File: src/source/map_cfg_pkg.sv
package map_cfg_pkg;

	// Power-on bank numbers for registers 0..7, index 0 in the low byte
	localparam logic [7:0][7:0] BANK_RESET = {
		8'd1,	// R7 PRG
		8'd0,	// R6 PRG
		8'd7,	// R5 CHR 1K
		8'd6,	// R4 CHR 1K
		8'd5,	// R3 CHR 1K
		8'd4,	// R2 CHR 1K
		8'd2,	// R1 CHR 2K
		8'd0	// R0 CHR 2K
	};

	// Save-state address map
	localparam logic [7:0] SS_BANK_BASE = 8'd0;	// Bank data 0..7
	localparam logic [7:0] SS_BANK_SEL  = 8'd8;
	localparam logic [7:0] SS_MMC_CTRL0 = 8'd9;	// Mirroring byte
	localparam logic [7:0] SS_MMC_CTRL1 = 8'd10;	// RAM control byte
	localparam logic [7:0] SS_IRQ_BASE  = 8'd16;	// IRQ block 16..23
	localparam logic [7:0] SS_MAP_IDX   = 8'd127;

	// Mapper number reported through the save state
	localparam logic [7:0] MAP_IDX = 8'd4;

	// Low samples of PPU A12 needed before a rise clocks the counter
	localparam int A12_FILTER = 3;

	// Bank-select byte, written as a whole and decoded as fields
	typedef union packed {
		logic [7:0] raw;	// CPU and save-state view
		struct packed {
			logic       chr_mode;	// Swap 2K and 1K CHR halves
			logic       prg_mode;	// Swap 8000h and C000h PRG slots
			logic       ram_en;	// MMC6 RAM enable
			logic [1:0] unused;
			logic [2:0] reg_idx;	// Target of the next 8001h write
		} f;
	} bank_sel_u;

endpackage

File: src/source/map_bus_pkg.sv
package map_bus_pkg;

	// CPU side of the cartridge edge
	localparam int CPU_AW = 16;	// A15..A0
	localparam int CPU_DW = 8;	// D7..D0

	// PPU side, 16 KB address space
	localparam int PPU_AW = 14;

	// ROM and RAM address widths driven out to the memory controller
	localparam int PRG_AW = 19;	// 512 KB PRG ROM
	localparam int CHR_AW = 18;	// 256 KB CHR ROM
	localparam int SRM_AW = 10;	// 1 KB MMC6 internal RAM

	// Register map, valid after masking the CPU address to A15..A13 and A0
	localparam logic [CPU_AW-1:0] REG_BANK_SEL   = 16'h8000;	// Bank select
	localparam logic [CPU_AW-1:0] REG_BANK_DAT   = 16'h8001;	// Bank data
	localparam logic [CPU_AW-1:0] REG_MIRROR     = 16'hA000;	// Mirroring
	localparam logic [CPU_AW-1:0] REG_RAM_CTRL   = 16'hA001;	// RAM control
	localparam logic [CPU_AW-1:0] REG_IRQ_LATCH  = 16'hC000;	// Counter reload value
	localparam logic [CPU_AW-1:0] REG_IRQ_RELOAD = 16'hC001;	// Arm reload
	localparam logic [CPU_AW-1:0] REG_IRQ_OFF    = 16'hE000;	// Disable and acknowledge
	localparam logic [CPU_AW-1:0] REG_IRQ_ON     = 16'hE001;	// Enable

	// SRAM sits in the 4 KB window at 7000h, decoded on A15..A12
	localparam logic [CPU_AW-1:0] SRAM_WINDOW = 16'h7000;

endpackage
File: src/source/mmc6_mapper.sv
module mmc6_mapper
	import map_bus_pkg::*, map_cfg_pkg::*;
(
	input  logic              m2,
	input  logic              map_rst,
	input  logic [CPU_AW-1:0] cpu_addr,
	input  logic [CPU_DW-1:0] cpu_dat,
	input  logic              cpu_rw,
	input  logic [PPU_AW-1:0] ppu_addr,
	input  logic              ppu_oe,
	input  logic              ppu_we,
	input  logic              ss_act,
	input  logic              ss_we,
	input  logic [7:0]        ss_addr,
	input  logic              cfg_mir_v,
	input  logic              cfg_chr_ram,
	output logic [PRG_AW-1:0] prg_addr,
	output logic [CHR_AW-1:0] chr_addr,
	output logic [SRM_AW-1:0] srm_addr,
	output logic              prg_oe,
	output logic              chr_oe,
	output logic              rom_ce,
	output logic              ram_ce,
	output logic              ram_we,
	output logic              chr_ce,
	output logic              chr_we,
	output logic              ciram_a10,
	output logic              ciram_ce,
	output logic              irq,
	output logic [CPU_DW-1:0] ss_rdat
);

	logic [7:0][CPU_DW-1:0] bank_dat;
	bank_sel_u              bank_sel;
	logic                   mir_mod;
	logic [CPU_DW-1:0]      bank_ss_rdat;
	logic [CPU_DW-1:0]      irq_ss_rdat;

	mmc6_bank_regs i_bank_regs (
		.m2           (m2),
		.map_rst      (map_rst),
		.cpu_addr     (cpu_addr),
		.cpu_dat      (cpu_dat),
		.cpu_rw       (cpu_rw),
		.ss_act       (ss_act),
		.ss_we        (ss_we),
		.ss_addr      (ss_addr),
		.cfg_mir_v    (cfg_mir_v),
		.bank_dat     (bank_dat),
		.bank_sel     (bank_sel),
		.mir_mod      (mir_mod),
		.bank_ss_rdat (bank_ss_rdat)
	);

	mmc6_addr_map i_addr_map (
		.cpu_addr    (cpu_addr),
		.cpu_rw      (cpu_rw),
		.ppu_addr    (ppu_addr),
		.ppu_oe      (ppu_oe),
		.ppu_we      (ppu_we),
		.cfg_chr_ram (cfg_chr_ram),
		.bank_dat    (bank_dat),
		.bank_sel    (bank_sel),
		.mir_mod     (mir_mod),
		.prg_addr    (prg_addr),
		.chr_addr    (chr_addr),
		.srm_addr    (srm_addr),
		.prg_oe      (prg_oe),
		.chr_oe      (chr_oe),
		.rom_ce      (rom_ce),
		.ram_ce      (ram_ce),
		.ram_we      (ram_we),
		.chr_ce      (chr_ce),
		.chr_we      (chr_we),
		.ciram_a10   (ciram_a10),
		.ciram_ce    (ciram_ce)
	);

	mmc3_irq_counter i_irq_counter (
		.m2          (m2),
		.map_rst     (map_rst),
		.cpu_addr    (cpu_addr),
		.cpu_dat     (cpu_dat),
		.cpu_rw      (cpu_rw),
		.ppu_addr    (ppu_addr),
		.ss_act      (ss_act),
		.ss_we       (ss_we),
		.ss_addr     (ss_addr),
		.irq         (irq),
		.irq_ss_rdat (irq_ss_rdat)
	);

	// Save-state read mux by address range
	always_comb
	begin
		if (ss_addr <= SS_MMC_CTRL1)
		begin
			ss_rdat = bank_ss_rdat;	// 0..10
		end
		else if (ss_addr[7:3] == SS_IRQ_BASE[7:3])
		begin
			ss_rdat = irq_ss_rdat;	// 16..23
		end
		else if (ss_addr == SS_MAP_IDX)
		begin
			ss_rdat = MAP_IDX;
		end
		else
		begin
			ss_rdat = 8'hFF;
		end
	end

endmodule

File: src/source/mmc3_irq_counter.sv
module mmc3_irq_counter
	import map_bus_pkg::*, map_cfg_pkg::*;
(
	input  logic              m2,
	input  logic              map_rst,
	input  logic [CPU_AW-1:0] cpu_addr,
	input  logic [CPU_DW-1:0] cpu_dat,
	input  logic              cpu_rw,
	input  logic [PPU_AW-1:0] ppu_addr,
	input  logic              ss_act,
	input  logic              ss_we,
	input  logic [7:0]        ss_addr,
	output logic              irq,
	output logic [CPU_DW-1:0] irq_ss_rdat
);

	localparam int FILT_W = $clog2(A12_FILTER + 1);

	logic [CPU_DW-1:0] irq_latch;
	logic [CPU_DW-1:0] irq_cnt;
	logic [CPU_DW-1:0] cnt_next;
	logic              irq_reload;	// Load latch on next counted rise
	logic              irq_en;
	logic [FILT_W-1:0] a12_low;	// Consecutive low samples, saturating
	logic              a12_rise;
	logic [CPU_AW-1:0] reg_addr;
	logic              ss_hit;

	assign reg_addr = {cpu_addr[15:13], 12'd0, cpu_addr[0]};
	assign ss_hit = ss_addr[7:3] == SS_IRQ_BASE[7:3];

	// A12 high after a long enough low stretch is one scanline
	assign a12_rise = ppu_addr[12] && (a12_low == FILT_W'(A12_FILTER));
	assign cnt_next = (irq_cnt == '0 || irq_reload) ? irq_latch : irq_cnt - 1'b1;

	always_ff @(negedge m2)
	begin
		if (map_rst)
		begin
			irq_latch <= '0;
			irq_cnt <= '0;
			irq_reload <= 1'b0;
			irq_en <= 1'b0;
			irq <= 1'b0;
			a12_low <= '0;
		end
		else if (ss_act)
		begin
			// Counter frozen while the state is saved or restored
			if (ss_we && ss_hit)
			begin
				case (ss_addr[2:0])
					3'd0:    irq_latch <= cpu_dat;
					3'd1:    irq_cnt <= cpu_dat;
					3'd2:    irq_reload <= cpu_dat[0];
					3'd3:    irq_en <= cpu_dat[0];
					3'd4:    irq <= cpu_dat[0];
					default: irq_latch <= irq_latch;
				endcase
			end
		end
		else
		begin
			if (ppu_addr[12])
			begin
				a12_low <= '0;
			end
			else if (a12_low != FILT_W'(A12_FILTER))
			begin
				a12_low <= a12_low + 1'b1;
			end

			if (a12_rise)
			begin
				irq_cnt <= cnt_next;
				irq_reload <= 1'b0;
				if (cnt_next == '0 && irq_en)
				begin
					irq <= 1'b1;
				end
			end

			// CPU writes come last and win over a rise on the same edge
			if (!cpu_rw)
			begin
				case (reg_addr)
					REG_IRQ_LATCH:  irq_latch <= cpu_dat;
					REG_IRQ_RELOAD: irq_reload <= 1'b1;
					REG_IRQ_OFF:
					begin
						irq_en <= 1'b0;
						irq <= 1'b0;	// Acknowledge
					end
					REG_IRQ_ON:     irq_en <= 1'b1;
					default:        irq_en <= irq_en;
				endcase
			end
		end
	end

	always_comb
	begin
		case (ss_addr[2:0])
			3'd0:    irq_ss_rdat = irq_latch;
			3'd1:    irq_ss_rdat = irq_cnt;
			3'd2:    irq_ss_rdat = {{(CPU_DW - 1){1'b0}}, irq_reload};
			3'd3:    irq_ss_rdat = {{(CPU_DW - 1){1'b0}}, irq_en};
			3'd4:    irq_ss_rdat = {{(CPU_DW - 1){1'b0}}, irq};
			default: irq_ss_rdat = 8'hFF;
		endcase
	end

endmodule

File: src/source/mmc6_addr_map.sv
module mmc6_addr_map
	import map_bus_pkg::*, map_cfg_pkg::*;
(
	input  logic [CPU_AW-1:0]      cpu_addr,
	input  logic                   cpu_rw,
	input  logic [PPU_AW-1:0]      ppu_addr,
	input  logic                   ppu_oe,
	input  logic                   ppu_we,
	input  logic                   cfg_chr_ram,
	input  logic [7:0][CPU_DW-1:0] bank_dat,
	input  bank_sel_u              bank_sel,
	input  logic                   mir_mod,
	output logic [PRG_AW-1:0]      prg_addr,
	output logic [CHR_AW-1:0]      chr_addr,
	output logic [SRM_AW-1:0]      srm_addr,
	output logic                   prg_oe,
	output logic                   chr_oe,
	output logic                   rom_ce,
	output logic                   ram_ce,
	output logic                   ram_we,
	output logic                   chr_ce,
	output logic                   chr_we,
	output logic                   ciram_a10,
	output logic                   ciram_ce
);

	logic [5:0] prg_bank;	// 8 KB bank for the current CPU slot
	logic [7:0] chr_bank;	// 1 KB bank for the current PPU slot
	logic [7:0] chr_trim;

	// PRG windows of 8 KB at 8000h, A000h, C000h and E000h
	always_comb
	begin
		case (cpu_addr[14:13])
			2'd0:    prg_bank = bank_sel.f.prg_mode ? 6'h3E : bank_dat[6][5:0];
			2'd1:    prg_bank = bank_dat[7][5:0];
			2'd2:    prg_bank = bank_sel.f.prg_mode ? bank_dat[6][5:0] : 6'h3E;
			default: prg_bank = 6'h3F;	// Last bank always at E000h
		endcase
	end

	assign prg_addr = {prg_bank, cpu_addr[12:0]};

	// CHR has two 2 KB banks in one half and four 1 KB banks in the other
	always_comb
	begin
		if (ppu_addr[12:11] == {bank_sel.f.chr_mode, 1'b0})
		begin
			chr_bank = {bank_dat[0][7:1], ppu_addr[10]};
		end
		else if (ppu_addr[12:11] == {bank_sel.f.chr_mode, 1'b1})
		begin
			chr_bank = {bank_dat[1][7:1], ppu_addr[10]};
		end
		else
		begin
			case (ppu_addr[11:10])
				2'd0:    chr_bank = bank_dat[2];
				2'd1:    chr_bank = bank_dat[3];
				2'd2:    chr_bank = bank_dat[4];
				default: chr_bank = bank_dat[5];
			endcase
		end
	end

	// CHR RAM carts carry at most 32 KB
	assign chr_trim = cfg_chr_ram ? {3'd0, chr_bank[4:0]} : chr_bank;
	assign chr_addr = {chr_trim, ppu_addr[9:0]};

	assign prg_oe = cpu_rw;
	assign chr_oe = ~ppu_oe;
	assign rom_ce = cpu_addr[15];

	// MMC6 RAM is mirrored across 7000h..7FFFh
	assign srm_addr = cpu_addr[SRM_AW-1:0];
	assign ram_ce = ({cpu_addr[15:12], 12'd0} == SRAM_WINDOW) && bank_sel.f.ram_en;
	assign ram_we = ~cpu_rw & ram_ce;	// No per-half protect

	assign ciram_ce = ~ppu_addr[13];
	assign chr_ce = ciram_ce;
	assign chr_we = cfg_chr_ram & ~ppu_we;

	// Vertical mirroring on A10, horizontal on A11
	assign ciram_a10 = mir_mod ? ppu_addr[11] : ppu_addr[10];

endmodule

File: src/source/mmc6_bank_regs.sv
module mmc6_bank_regs
	import map_bus_pkg::*, map_cfg_pkg::*;
(
	input  logic                   m2,
	input  logic                   map_rst,
	input  logic [CPU_AW-1:0]      cpu_addr,
	input  logic [CPU_DW-1:0]      cpu_dat,
	input  logic                   cpu_rw,
	input  logic                   ss_act,
	input  logic                   ss_we,
	input  logic [7:0]             ss_addr,
	input  logic                   cfg_mir_v,
	output logic [7:0][CPU_DW-1:0] bank_dat,
	output bank_sel_u              bank_sel,
	output logic                   mir_mod,
	output logic [CPU_DW-1:0]      bank_ss_rdat
);

	logic [CPU_DW-1:0] mmc_ctrl0;	// Bit 0 selects horizontal mirroring
	logic [CPU_DW-1:0] mmc_ctrl1;	// RAM control, kept for the save state
	logic [CPU_AW-1:0] reg_addr;
	logic              ss_bank_hit;

	// Only A15..A13 and A0 take part in the register decode
	assign reg_addr = {cpu_addr[15:13], 12'd0, cpu_addr[0]};

	assign ss_bank_hit = ss_addr[7:3] == SS_BANK_BASE[7:3];
	assign mir_mod = mmc_ctrl0[0];

	always_ff @(negedge m2)
	begin
		if (map_rst)
		begin
			bank_dat <= BANK_RESET;
			bank_sel <= '0;
			mmc_ctrl0 <= {{(CPU_DW - 1){1'b0}}, ~cfg_mir_v};	// Header mirroring inverted
			mmc_ctrl1 <= '0;
		end
		else if (ss_act)
		begin
			// Save-state access owns the registers, CPU writes are dropped
			if (ss_we)
			begin
				if (ss_bank_hit)
				begin
					bank_dat[ss_addr[2:0]] <= cpu_dat;
				end
				if (ss_addr == SS_BANK_SEL)
				begin
					bank_sel.raw <= cpu_dat;
				end
				if (ss_addr == SS_MMC_CTRL0)
				begin
					mmc_ctrl0 <= cpu_dat;
				end
				if (ss_addr == SS_MMC_CTRL1)
				begin
					mmc_ctrl1 <= cpu_dat;
				end
			end
		end
		else if (!cpu_rw)
		begin
			case (reg_addr)
				REG_BANK_SEL:
				begin
					bank_sel.raw <= cpu_dat;
				end
				REG_BANK_DAT:
				begin
					bank_dat[bank_sel.f.reg_idx] <= cpu_dat;	// Register picked by 8000h
				end
				REG_MIRROR:
				begin
					mmc_ctrl0 <= cpu_dat;
				end
				REG_RAM_CTRL:
				begin
					mmc_ctrl1 <= cpu_dat;
				end
				default:
				begin
				end
			endcase
		end
	end

	// Readback for save-state addresses 0..10
	always_comb
	begin
		bank_ss_rdat = 8'hFF;
		if (!ss_addr[3])
		begin
			bank_ss_rdat = bank_dat[ss_addr[2:0]];
		end
		else
		begin
			case (ss_addr[3:0])
				SS_BANK_SEL[3:0]:  bank_ss_rdat = bank_sel.raw;
				SS_MMC_CTRL0[3:0]: bank_ss_rdat = mmc_ctrl0;
				SS_MMC_CTRL1[3:0]: bank_ss_rdat = mmc_ctrl1;
				default:           bank_ss_rdat = 8'hFF;
			endcase
		end
	end

endmodule

File: config.mk
export PLATFORM = sky130hd
export DESIGN_NAME = mmc6_mapper
export DESIGN_NICKNAME = d
export VERILOG_FILES = /design/src/source/map_cfg_pkg.sv /design/src/source/map_bus_pkg.sv /design/src/source/mmc6_mapper.sv /design/src/source/mmc3_irq_counter.sv /design/src/source/mmc6_addr_map.sv /design/src/source/mmc6_bank_regs.sv
export SDC_FILE = /design/constraint.sdc
export NUM_CORES = 1
export LEC_CHECK = 0
export BUFFER_PORTS_ARGS = -buffer_cell sky130_fd_sc_hd__buf_2
export CAP_MARGIN = 20
export CORE_MARGIN = 2
export CORE_UTILIZATION = 30
export DETAILED_ROUTE_END_ITERATION = 16
export SLEW_MARGIN = 20
export SYNTH_ARGS = -nofsm -noshare
export SYNTH_HDL_FRONTEND = slang
export SYNTH_SLANG_ARGS = --single-unit
export TNS_END_PERCENT = 30
File: constraint.sdc
create_clock -name m2 -period 2.2 [get_ports m2]
set_clock_uncertainty 0.2 [all_clocks]
set_input_delay 0.33 -clock m2 [delete_from_list [all_inputs] [get_ports m2]]
set_output_delay 0.33 -clock m2 [all_outputs]
set_load 0.01 [all_outputs]
* After elaboration in Yosys (flattened, before gate mapping)
Cells that the tools add are included.
Operators by class: bitwise logic cells 8, equality and inequality tests 44, multiplexer cells 73, $lt $le $gt $ge 5, add/subtract/negate cells 2, reductions and logical operators 33
Operator list (count):
- two-way mux 64 bit | 5
- two-way mux 8 bit | 35
- bitwise mux 64 bit | 2
- demux 8 bit (select 3 bit) | 2
- one-hot mux 8 bit (3 select lines) | 2
- equality test 4 bit (second input constant) | 11
- one-hot mux 8 bit (5 select lines) | 1
- AND reduction 4 bit | 7
- binary-select mux 8 bit (select 3 bit) | 1
- equality test 8 x 4 -> 1 bit (second input constant) | 3
- inequality test 2 x 1 -> 1 bit (second input constant) | 12
- two-way mux 1 bit | 19
- one-hot mux 6 bit (3 select lines) | 1
- logical NOT 8 bit | 2
- nonzero test 2 bit | 7
- two-way mux 6 bit | 2
- inequality test 3 x 2 -> 1 bit (second input constant) | 3
- equality test 8 x 7 -> 1 bit (second input constant) | 1
- less-or-equal comparator 8 x 4 -> 1 bit (second input constant) | 1
- less-than comparator 3 x 4 -> 1 bit (second input constant) | 2
- subtractor 8 x 1 -> 8 bit (second input constant) | 1
- equality test 2 bit (second input constant) | 3
- equality test 3 x 2 -> 1 bit (second input constant) | 2
- greater-or-equal comparator 3 x 1 -> 1 bit (second input constant) | 2
- other kinds (20) | 38
Word-level totals: register bits after elaboration 109, word-level logic and storage cells 183, output and inout port bits 65

* Longest topological paths before layout
Gate-level depths: netlist (run 1).
depth after elaboration 10, gate-level depth with buffers 9

* Hierarchy
A second synthesis (run 1) with hierarchy kept.
Unflattened totals: cell total of the unflattened synthesis 792, area total of the unflattened synthesis 7015.5 um^2
By module, submodules not included:
- mmc6_bank_regs | times used 1, seq. area each 1771.7 um^2, cells an instance 457, area each 4424.2 um^2
- mmc3_irq_counter | times used 1, seq. area each 420.4 um^2, cells an instance 190, area each 1527.7 um^2
- mmc6_addr_map | times used 1, seq. area each 0.0 um^2, cells an instance 110, area each 887.1 um^2
- mmc6_mapper | times used 1, seq. area each 0.0 um^2, cells an instance 35, area each 176.4 um^2

==> metrics.md, run 1 <==
| Metric | Value |
|---|---|
| Final slew viol count | `0` |
| Drt first pass iters | `5` |
| DR vias | `6733` |
| GPL Wtd Cong | `0.891` |
| Vias in the first global route | `6834` |
| Register area share after synthesis | `32.8%` |
| Final nets | `1124` |
| Synth Register Bits | `109` |
| Initial antenna violation count | `0` |
| First-pass GRT wire length | `35500 microns` |
| Root Buffer Master | `clkbuf_16` |
| Mux share of post-synthesis cell area | `22.8%` |
| Post-synthesis adder-cell area fraction | `0.562%` |
| Worst hold-check path type | `flop to flop` |
| YS warnings | `0` |
| RSZ-0062 raised after global routing | `true` |
| # hold bufs at CTS | `0` |
| Worst EP required | `1.67 ns` |
| Cts bufs inserted | `9` |
| DR vias/cell | `4.98` |
| Actual slew at the worst max-slew pin | `0.532 ns` |
| Critical Path Source Type | `flop` |
| Failing checks | `setup timing` |
| Fin worst setup slack | `-1.43 ns` |
| Tot GR Track Use | `19.0%` |
| Crit Path Class | `flop to output port` |
| Minimum hold slack | `0.261 ns` |
| Xor-xnor portion of the synthesized cell area | `0.786%` |
| Routed WL per cell | `16.6 microns` |
| Avg Synthesized Cell Area | `8.95 sq um` |
| Synth Cell Area | `6680 sq um` |
| DRT iter0 DRCs | `394` |
| Reg-to-reg slack, setup | `-0.03 ns` |
| Ports | `120` |
| H-tree depth | `3` |
| CP endpoint kind | `output port` |
| Largest net degree at the start of global routing | `27` |
| CP Max Fanout | `2` |
| Num rows | `54` |
| Final Hold Fails | `0` |
| CTS tree | `yes` |
| DP HPWL | `16700 microns` |
| Max IR drop VDD | `0.000351 V` |
| Global route overflow | `0` |
| Remaining DRCs | `0` |
| Cells after synthesis | `747` |
| Layout cell share with drive strength beyond 1 | `40.1%` |
| DRT antenna net count | `0` |
| # setup viols final | `133` |
| Die area | `23500 sq um` |
| Clock-pin slew on the worst setup and hold paths | `0.06 ns` |
| Worst skew pair latency | `0.42 ns` |
| Final Instance Count excl. Fillers | `1351` |
| Number of port buffers | `68` |
| Ant. Diodes | `0` |
| Initial Util | `30.6%` |
| Status | `finished with violations` |
| Post-Syn Nets | `805` |
| Pwr per Cell Area | `544 nW/um^2` |
| Synth Flop Type | `dfxtp_1` |
| Max Root-Sink Buffers | `2` |
| Die X | `153 microns` |
| Routed WL | `22500 microns` |
| Data arrival, critical path | `3.10 ns` |
| Max-cap violation count | `0` |
| Area Growth Syn to Fin | `49.4%` |
| Core Area | `21800 sq um` |
| Largest family of logic cells by synthesized area | `multiplexers` |
| Compound-cell area share of the yosys netlist | `15.5%` |
| Max_slew headroom | `64.5%` |
| Cell variety after synth | `68` |
| Post-synth ARST share | `0%` |
| Area share of and/or/nand/nor cells after synthesis | `18.6%` |
| Lkg Pwr | `4.57 nW` |
| Post-synth EDFFs | `1` |
| Dpl cells | `1219` |
| Die height | `153 microns` |
| Sink Count | `109` |
-- critical path, cell delays in order (launching register included) --
cell	delay [ns]
dfxtp_1	0.31
mux4_2	0.47
mux2i_1	0.20
buf_4	0.17
nand2_2	0.05
a32o_2	0.26
buf_6	0.12
-- per-layer routing --
layer | global-route usage, % | part of all wire (%)
met5 | 0 | 0
met4 | 8.82 | 2.6
met3 | 5.76 | 4.6
met2 | 30.3 | 48
met1 | 23.5 | 45
-- flip-flops by register name, indices dropped and copies added, names as in the netlist --
register and cells:
i_bank_regs.bank_dat 64, i_bank_regs.bank_sel 8, i_bank_regs.mmc_ctrl0 8, i_bank_regs.mmc_ctrl1 8, i_irq_counter.irq_cnt 8, i_irq_counter.irq_latch 8
i_irq_counter.a12_low 2, i_irq_counter.irq 1, i_irq_counter.irq_en 1, i_irq_counter.irq_reload 1
-- stage by stage --
| step | TNS, ns | cell area [sq um] | worst slack [ns] | utilization (%) | power [W] |
|---|---|---|---|---|---|
| after floorplan | -105.84 | 6840 | -1.03 | - | 0.00280 |
| after global placement | -141.39 | 8750 | -1.34 | 40.1 | 0.00310 |
| after detailed placement | -143.25 | 8750 | -1.37 | 40.1 | 0.00311 |
| after CTS | -101.17 | 9820 | -1.44 | 45.0 | 0.00546 |
| after global routing | -107.95 | 9990 | -1.48 | 45.8 | 0.00579 |
| final | -101.27 | 9990 | -1.43 | 45.8 | 0.00543 |
-- synthesized netlist by cell type (4+ instances only) --
cell | instances | area share [%]
nor2_1 | 119 | 6.7
dfxtp_1 | 108 | 32
mux2i_1 | 94 | 14
nand2_1 | 54 | 3.0
buf_4 | 39 | 4.4
clkbuf_1 | 31 | 1.7
mux4_2 | 23 | 7.7
a21oi_1 | 20 | 1.5
inv_1 | 18 | 1.0
o22ai_1 | 17 | 1.6
o21ai_0 | 15 | 1.1
nor2b_1 | 12 | 1.1
nor3_1 | 12 | 0.90
nand2b_1 | 11 | 1.0
nand3_1 | 11 | 0.82
o21a_1 | 11 | 1.2
a211o_1 | 10 | 1.3
a211oi_1 | 9 | 1.0
a311oi_1 | 8 | 1.0
buf_2 | 8 | 0.60
a31oi_1 | 7 | 0.66
buf_1 | 6 | 0.34
mux2_2 | 6 | 1.0
nor3b_1 | 5 | 0.56
o211ai_1 | 5 | 0.56
o22a_1 | 5 | 0.66
xnor2_1 | 5 | 0.66
buf_6 | 4 | 0.67
nand3b_1 | 4 | 0.45
nor4_1 | 4 | 0.37
or2_2 | 4 | 0.37
-- path summary, 6_finish.rpt --
path | from | end | cells after the start
max | i_bank_regs.bank_dat[17]$_SDFFE_NP0P_ | ss_rdat[1] | 6
min | i_bank_regs.bank_dat[63]$_SDFFE_NP0P_ | i_bank_regs.bank_dat[63]$_SDFFE_NP0P_ | 2
max reg2reg | i_irq_counter.irq_cnt[0]$_SDFFE_NP0P_ | i_irq_counter.irq$_SDFFE_NP0P_ | 9
min reg2reg | i_bank_regs.bank_dat[63]$_SDFFE_NP0P_ | i_bank_regs.bank_dat[63]$_SDFFE_NP0P_ | 2
-- cell families after synthesis --
family / count (synthesis)
adder cells (fa/ha/maj): 3
buffers and inverters: 108
AO/OA/AOI/OAI: 138
multiplexers: 123
flip-flops: 109
AND/OR/NAND/NOR: 260
XOR/XNOR: 6
-- where the power goes --
| group | switching (W) | internal, W |
|---|---|---|
| sequential | 0.0000148 | 0.00202 |
| clock | 0.00140 | 0.00119 |
| combinational | 0.000436 | 0.000377 |
| total | 0.00185 | 0.00358 |
-- layout make-up --
class                           instances  area, sq um
Fill cell                            2049        11800
Clock buffer                            9          225
Multi-Input combinational cell        532         4270
Timing Repair Buffer                  286         2350
Tap cell                              280          350
Clock inverter                        116          500
Inverter                               19         71.3
Sequential cell                       109         2230
-- cell usage in the layout, fill, tap and decap left out, drive strengths merged, types with 6 or more instances in the layout --
master	synthesis	layout
clkbuf	31	10
o21ai	16	16
dfxtp	108	108
a211oi	9	9
nor2	119	119
mux2	6	6
o22ai	18	18
a211o	10	10
nand2	57	59
inv	18	131
nand2b	11	11
a31oi	7	7
mux2i	94	94
buf	57	285
o21a	11	11
nand3	11	11
nor4	6	6
nor2b	12	12
a21oi	23	23
mux4	23	23
nor3	12	12
a311oi	8	8
-- what timing repair did --
action,in CTS,in global routing
cloned,1,2
resized for setup,85,44
pin swaps,38,20
endpoints found under the setup margin,135,134
setup buffers,7,1
Power figures use the tool's default switching activity.
==> inputs of run 2 (changes only) <==
==> constraint.sdc (replaced) <==
create_clock -name m2 -period 3.8 [get_ports m2]
set_clock_uncertainty 0.2 [all_clocks]
set_input_delay 0.57 -clock m2 [delete_from_list [all_inputs] [get_ports m2]]
set_output_delay 0.57 -clock m2 [all_outputs]
set_load 0.01 [all_outputs]
==> metrics.md, run 2 (synthesized netlist as in run 1, its figures left out) <==
| Metric | Value |
|---|---|
| Max_slew headroom | `62.6%` |
| Top layer used by detailed routing | `met4` |
| Reg-to-reg slack, setup | `1.47 ns` |
| Crit Path Class | `flop to output port` |
| Max Root-Sink Buffers | `2` |
| Most common cell after layout, fill and taps aside | `buf_4` |
| Actual slew at the worst max-slew pin | `0.560 ns` |
| CP Max Fanout | `3` |
| Core Area | `21800 sq um` |
| Placed inst area | `8370 sq um` |
| CTS tree | `yes` |
| Pwr per Cell Area | `319 nW/um^2` |
| Metal3 WL | `1190 microns` |
| Number of flip-flops in the largest register | `64` |
| Worst EP required | `3.03 ns` |
| Worst r2r src | `i_irq_counter.irq_cnt[0]$_SDFFE_NP0P_` |
| Seq. cell area | `2210 sq um` |
| WHS Path Cells | `2` |
| Fin worst setup slack | `-0.865 ns` |
| First-pass GRT wire length | `35600 microns` |
| Root Buffer Master | `clkbuf_16` |
| Initial antenna violation count | `0` |
| Global route overflow | `0` |
| Worst hold start | `i_bank_regs.bank_dat[63]$_SDFFE_NP0P_` |
| Final Hold Fails | `0` |
| Final core utilization | `44.0%` |
| # hold bufs at CTS | `0` |
| DR vias/cell | `5.09` |
| Worst r2r path cells | `9` |
| DRT iter0 DRCs | `568` |
| Lkg Pwr | `4.33 nW` |
| Status | `finished with violations` |
| Ant. Diodes | `0` |
| Minimum hold slack | `0.272 ns` |
| Fillers | `2080` |
| Total chip power | `0.00306 W` |
| Worst Setup SP | `i_bank_regs.bank_dat[9]$_SDFFE_NP1P_` |
| Met2 wire length | `11400 microns` |
| Commonest non-fill, non-tap cells in the layout | `buf_4 (139), inv_1 (126), nor2_1 (113), mux2i_1 (92), dfxtp_1 (90)` |
| Routed WL per cell | `17.5 microns` |
| DR vias | `6667` |
| H-tree depth | `3` |
| Drt first pass iters | `5` |
| Final nets | `1084` |
| Number of port buffers | `68` |
| Tot GR Track Use | `19.3%` |
| CP endpoint kind | `output port` |
| # setup viols final | `106` |
| Clock-pin slew on the worst setup and hold paths | `0.04 ns` |
| Vias in the first global route | `6772` |
| Worst skew pair latency | `0.43 ns` |
| Data arrival, critical path | `3.89 ns` |
| Area Growth Syn to Fin | `43.8%` |
| Die height | `153 microns` |
| Routed WL | `22900 microns` |
| Largest Register | `i_bank_regs.bank_dat` |
| Failing checks | `setup timing` |
| Reg2reg end | `i_irq_counter.irq$_SDFFE_NP0P_` |
| Die area | `23500 sq um` |
| Multi-input logic area | `4260 sq um` |
| Final Instance Count excl. Fillers | `1311` |
| Initial Util | `30.6%` |
| Remaining DRCs | `0` |
| DRT antenna net count | `0` |
| Die X | `153 microns` |
| Sink Count | `109` |
| Met1 wire length | `9780 microns` |
| Ports | `120` |
| Dpl cells | `1172` |
| Largest net degree at the start of global routing | `49` |
| Layout cell share with drive strength beyond 1 | `36.9%` |
| Num rows | `54` |
| GPL Wtd Cong | `0.891` |
| RSZ-0062 raised after global routing | `true` |
| Final Cell Area | `9610 sq um` |
| WHS Endpoint | `i_bank_regs.bank_dat[63]$_SDFFE_NP0P_` |
| DP HPWL | `15800 microns` |
| Final slew viol count | `0` |
| Max IR drop VDD | `0.000253 V` |
| Worst hold-check path type | `flop to flop` |
| Cts bufs inserted | `9` |
| Critical Path Source Type | `flop` |
| Max-cap violation count | `0` |
==> run 2: cell types whose count changed in the layout (fill, tap and decap cells not counted), sizes merged <==
cell / delta
inv: -1
clkinv: +2
clkbuf: +1
buf: -41
bufinv: -1
==> run 2: final cells by class <==
cell class / instances / area share (%)
Sequential cell: 109 / 23.0
Clock buffer: 9 / 2.34
Timing Repair Buffer: 246 / 20.9
Inverter: 19 / 0.742
Clock inverter: 116 / 5.06
Multi-Input combinational cell: 532 / 44.3
Tap cell: 280 / 3.64
==> run 2: through the flow <==
step / setup slack (ns) / setup TNS (ns)
global route: -0.908 / -42.80
detailed placement: -0.819 / -70.92
floorplan: -0.469 / -35.28
CTS: -0.865 / -28.33
finish: -0.865 / -37.44
global placement: -0.787 / -68.73
==> run 2: what timing repair did <==
item,in CTS,in global routing
pin swaps,31,22
setup buffers,8,5
endpoints found under the hold margin,0,0
resized for setup,70,42
endpoints found under the setup margin,107,123
gates cloned,1,3
==> run 2: layer usage <==
metal,track usage [%],vias to the layer above
met5,0,-
met4,8.91,0
met3,5.39,32
met2,31.4,189
met1,23.6,3230
li1,-,3216
==> run 2: critical path, stage by stage, from the launching register on <==
cell and delay, ns:
dfxtp_1 0.32, mux4_2 0.47, mux2i_1 0.14, buf_4 0.16, nand2_2 0.06, a32o_2 0.28, buf_6 0.12
==> run 2: where the power goes <==
| part | switching [W] | leakage (nW) | total (W) | internal (W) |
|---|---|---|---|---|
| Combinational | 0.000250 | 2.72 | 0.000440 | 0.000190 |
| Sequential | 0.00000889 | 0.887 | 0.00118 | 0.00117 |
| Clock | 0.000824 | 0.727 | 0.00145 | 0.000623 |
==> run 2: how the worst max path moves through the flow <==
stage,end,slack (ns)
2_1_floorplan,i_bank_regs.bank_dat[18]$_SDFFE_NP1P_,-0.47
3_3_place_gp,i_bank_regs.bank_dat[53]$_SDFFE_NP0P_,-0.79
3_5_place_dp,i_bank_regs.bank_dat[53]$_SDFFE_NP0P_,-0.82
4_1_cts,ss_rdat[1],-0.87
5_1_grt,ss_rdat[3],-0.91
6_report,ss_rdat[1],-0.86
==> inputs of run 3 (changes only) <==
--- a/config.mk
+++ b/config.mk
@@ -7,8 +7,10 @@
 export LEC_CHECK = 0
 export BUFFER_PORTS_ARGS = -buffer_cell sky130_fd_sc_hd__buf_2
 export CAP_MARGIN = 20
+export CORE_ASPECT_RATIO = 0.8
 export CORE_MARGIN = 2
 export CORE_UTILIZATION = 30
+export CTS_CLUSTER_DIAMETER = 60
 export DETAILED_ROUTE_END_ITERATION = 16
 export SLEW_MARGIN = 20
 export SYNTH_ARGS = -nofsm -noshare
==> metrics.md, run 3 (synthesized netlist as in run 1, its figures left out) <==
| Metric | Value |
|---|---|
| CTS tree | `yes` |
| Final core utilization | `43.7%` |
| Setup TNS | `-31.60 ns` |
| Placed inst area | `8290 sq um` |
| Lkg Pwr | `4.24 nW` |
| Worst r2r path cells | `9` |
| Fillers | `2163` |
| Die area | `23500 sq um` |
| Ports | `120` |
| Number of port buffers | `68` |
| Initial antenna violation count | `0` |
| DRT iter0 DRCs | `577` |
| Sink Count | `109` |
| Clock power frac | `47.8%` |
| Critical Path Source Type | `flop` |
| Max Root-Sink Buffers | `2` |
| Max-cap violation count | `0` |
| Status | `finished with violations` |
| Area Growth Syn to Fin | `42.2%` |
| Sw Pwr | `0.00109 W` |
| Worst EP required | `3.03 ns` |
| Worst skew pair latency | `0.43 ns` |
| Layout cell share with drive strength beyond 1 | `36.1%` |
| Largest net degree at the start of global routing | `50` |
| Pre-CTS WS | `-0.806 ns` |
| Slowest CP cell | `mux4_2` |
| Max IR drop VDD | `0.000220 V` |
| DR vias | `6753` |
| Ant. Diodes | `0` |
| Die X | `171 microns` |
| Most common cell after layout, fill and taps aside | `buf_4` |
| Routed WL | `22900 microns` |
| Max_slew headroom | `63.4%` |
| Root Buffer Master | `clkbuf_16` |
| Final nets | `1072` |
| Core Area | `21700 sq um` |
| H-tree depth | `3` |
| CP peak stage delay | `0.51 ns` |
| Commonest non-fill, non-tap cells in the layout | `buf_4 (128), inv_1 (126), nor2_1 (114), mux2i_1 (92), dfxtp_1 (84)` |
| Reg power frac | `38.3%` |
| Fin worst setup slack | `-0.849 ns` |
| CP endpoint kind | `output port` |
| Die height | `138 microns` |
| Cell-internal power | `0.00198 W` |
| Final slew viol count | `0` |
| Crit Path Class | `flop to output port` |
| Failing checks | `setup timing` |
| Largest Register | `i_bank_regs.bank_dat` |
| DR vias/cell | `5.12` |
| Seq. cell area | `2220 sq um` |
| WHS Path Cells | `2` |
| Cts bufs inserted | `9` |
| # setup viols final | `101` |
| First-pass GRT wire length | `34800 microns` |
| Routed WL per cell | `17.4 microns` |
| Vias in the first global route | `6572` |
| CP Max Fanout | `2` |
| Actual slew at the worst max-slew pin | `0.546 ns` |
| Final Cell Area | `9500 sq um` |
| Num rows | `48` |
| Combinational Power Share | `13.9%` |
| Number of flip-flops in the largest register | `64` |
| Initial Util | `30.7%` |
| Cells along the critical path | `mux4_2, mux2i_2, nand2_1, a32o_2, buf_6` |
| Data arrival, critical path | `3.88 ns` |
| RSZ-0062 raised after global routing | `true` |
| Worst hold-check path type | `flop to flop` |
| Multi-input logic area | `4200 sq um` |
| Drt first pass iters | `6` |
| Global route overflow | `0` |
| Switching share of power | `35.4%` |
| Final Hold Fails | `0` |
| Pwr per Cell Area | `323 nW/um^2` |
| Tot GR Track Use | `19.4%` |
| DRT antenna net count | `0` |
| GPL Wtd Cong | `0.889` |
| Remaining DRCs | `0` |
| DP HPWL | `16100 microns` |
| Clock-pin slew on the worst setup and hold paths | `0.05 ns` |
-- run 3: power groups by stage --
stage	logic (W)	registers, W	clock network, W
6_report	0.000427	0.00118	0.00147
5_1_grt	0.000455	0.00117	0.00166
4_1_cts	0.000410	0.00118	0.00151
3_5_place_dp	0.000393	0.00119	0.000175
3_3_place_gp	0.000391	0.00119	0.000175
2_1_floorplan	0.000251	0.00119	0.000175
-- run 3: final timing paths --
path	start	slack, ns	to
setup / recovery	i_bank_regs.bank_dat[25]$_SDFFE_NP0P_	-0.85	ss_rdat[1]
hold / removal	i_bank_regs.bank_dat[63]$_SDFFE_NP0P_	0.27	i_bank_regs.bank_dat[63]$_SDFFE_NP0P_
setup reg to reg	i_irq_counter.irq_cnt[0]$_SDFFE_NP0P_	1.47	i_irq_counter.irq$_SDFFE_NP0P_
hold reg to reg	i_bank_regs.bank_dat[63]$_SDFFE_NP0P_	0.27	i_bank_regs.bank_dat[63]$_SDFFE_NP0P_
-- run 3: area by class of cell --
type | count | share of cell area, %
clock inverter | 116 | 5.27
sequential | 109 | 23.4
inverter | 19 | 0.750
clock buffer | 9 | 2.37
multi-input combinational | 531 | 44.2
tap | 300 | 3.95
timing repair buffer | 235 | 20.1
-- run 3: worst max-delay path: cells and delay by family, from the launching register on --
| family | cells | cell delay [ns] |
|---|---|---|
| muxes | 2 | 0.71 |
| DFF | 1 | 0.31 |
| AOI/OAI and AO/OA | 1 | 0.30 |
| buffers and inverters | 1 | 0.12 |
| and+or+nand+nor | 1 | 0.11 |
-- run 3: stage by stage --
step | power, W | cells | hold WS, ns
2_1_floorplan | 0.00162 | 747 | 0.233
3_3_place_gp | 0.00176 | 1182 | 0.241
3_5_place_dp | 0.00176 | 1182 | 0.247
4_1_cts | 0.00309 | 1310 | 0.255
5_1_grt | 0.00329 | 1319 | 0.296
6_report | 0.00307 | 1319 | 0.272
-- run 3: per-layer routing --
layer | up-vias | share of wire (%) | global-route usage, %
met3 | 36 | 7.6 | 6.21
met5 | - | 0 | 0
li1 | 3196 | - | -
met2 | 284 | 43 | 28.6
met1 | 3237 | 47 | 26.2
met4 | 0 | 1.7 | 7.96
-- run 3: what timing repair did --
| action | 4_1_cts | 5_1_grt |
|---|---|---|
| pin swaps | 39 | 21 |
| endpoints found under the setup margin | 111 | 130 |
| hold endpoints to repair | 0 | 0 |
| cloned | 1 | 2 |
| resized for setup | 73 | 36 |
| buffers inserted | 4 | 8 |
| hold buffers | 0 | 0 |
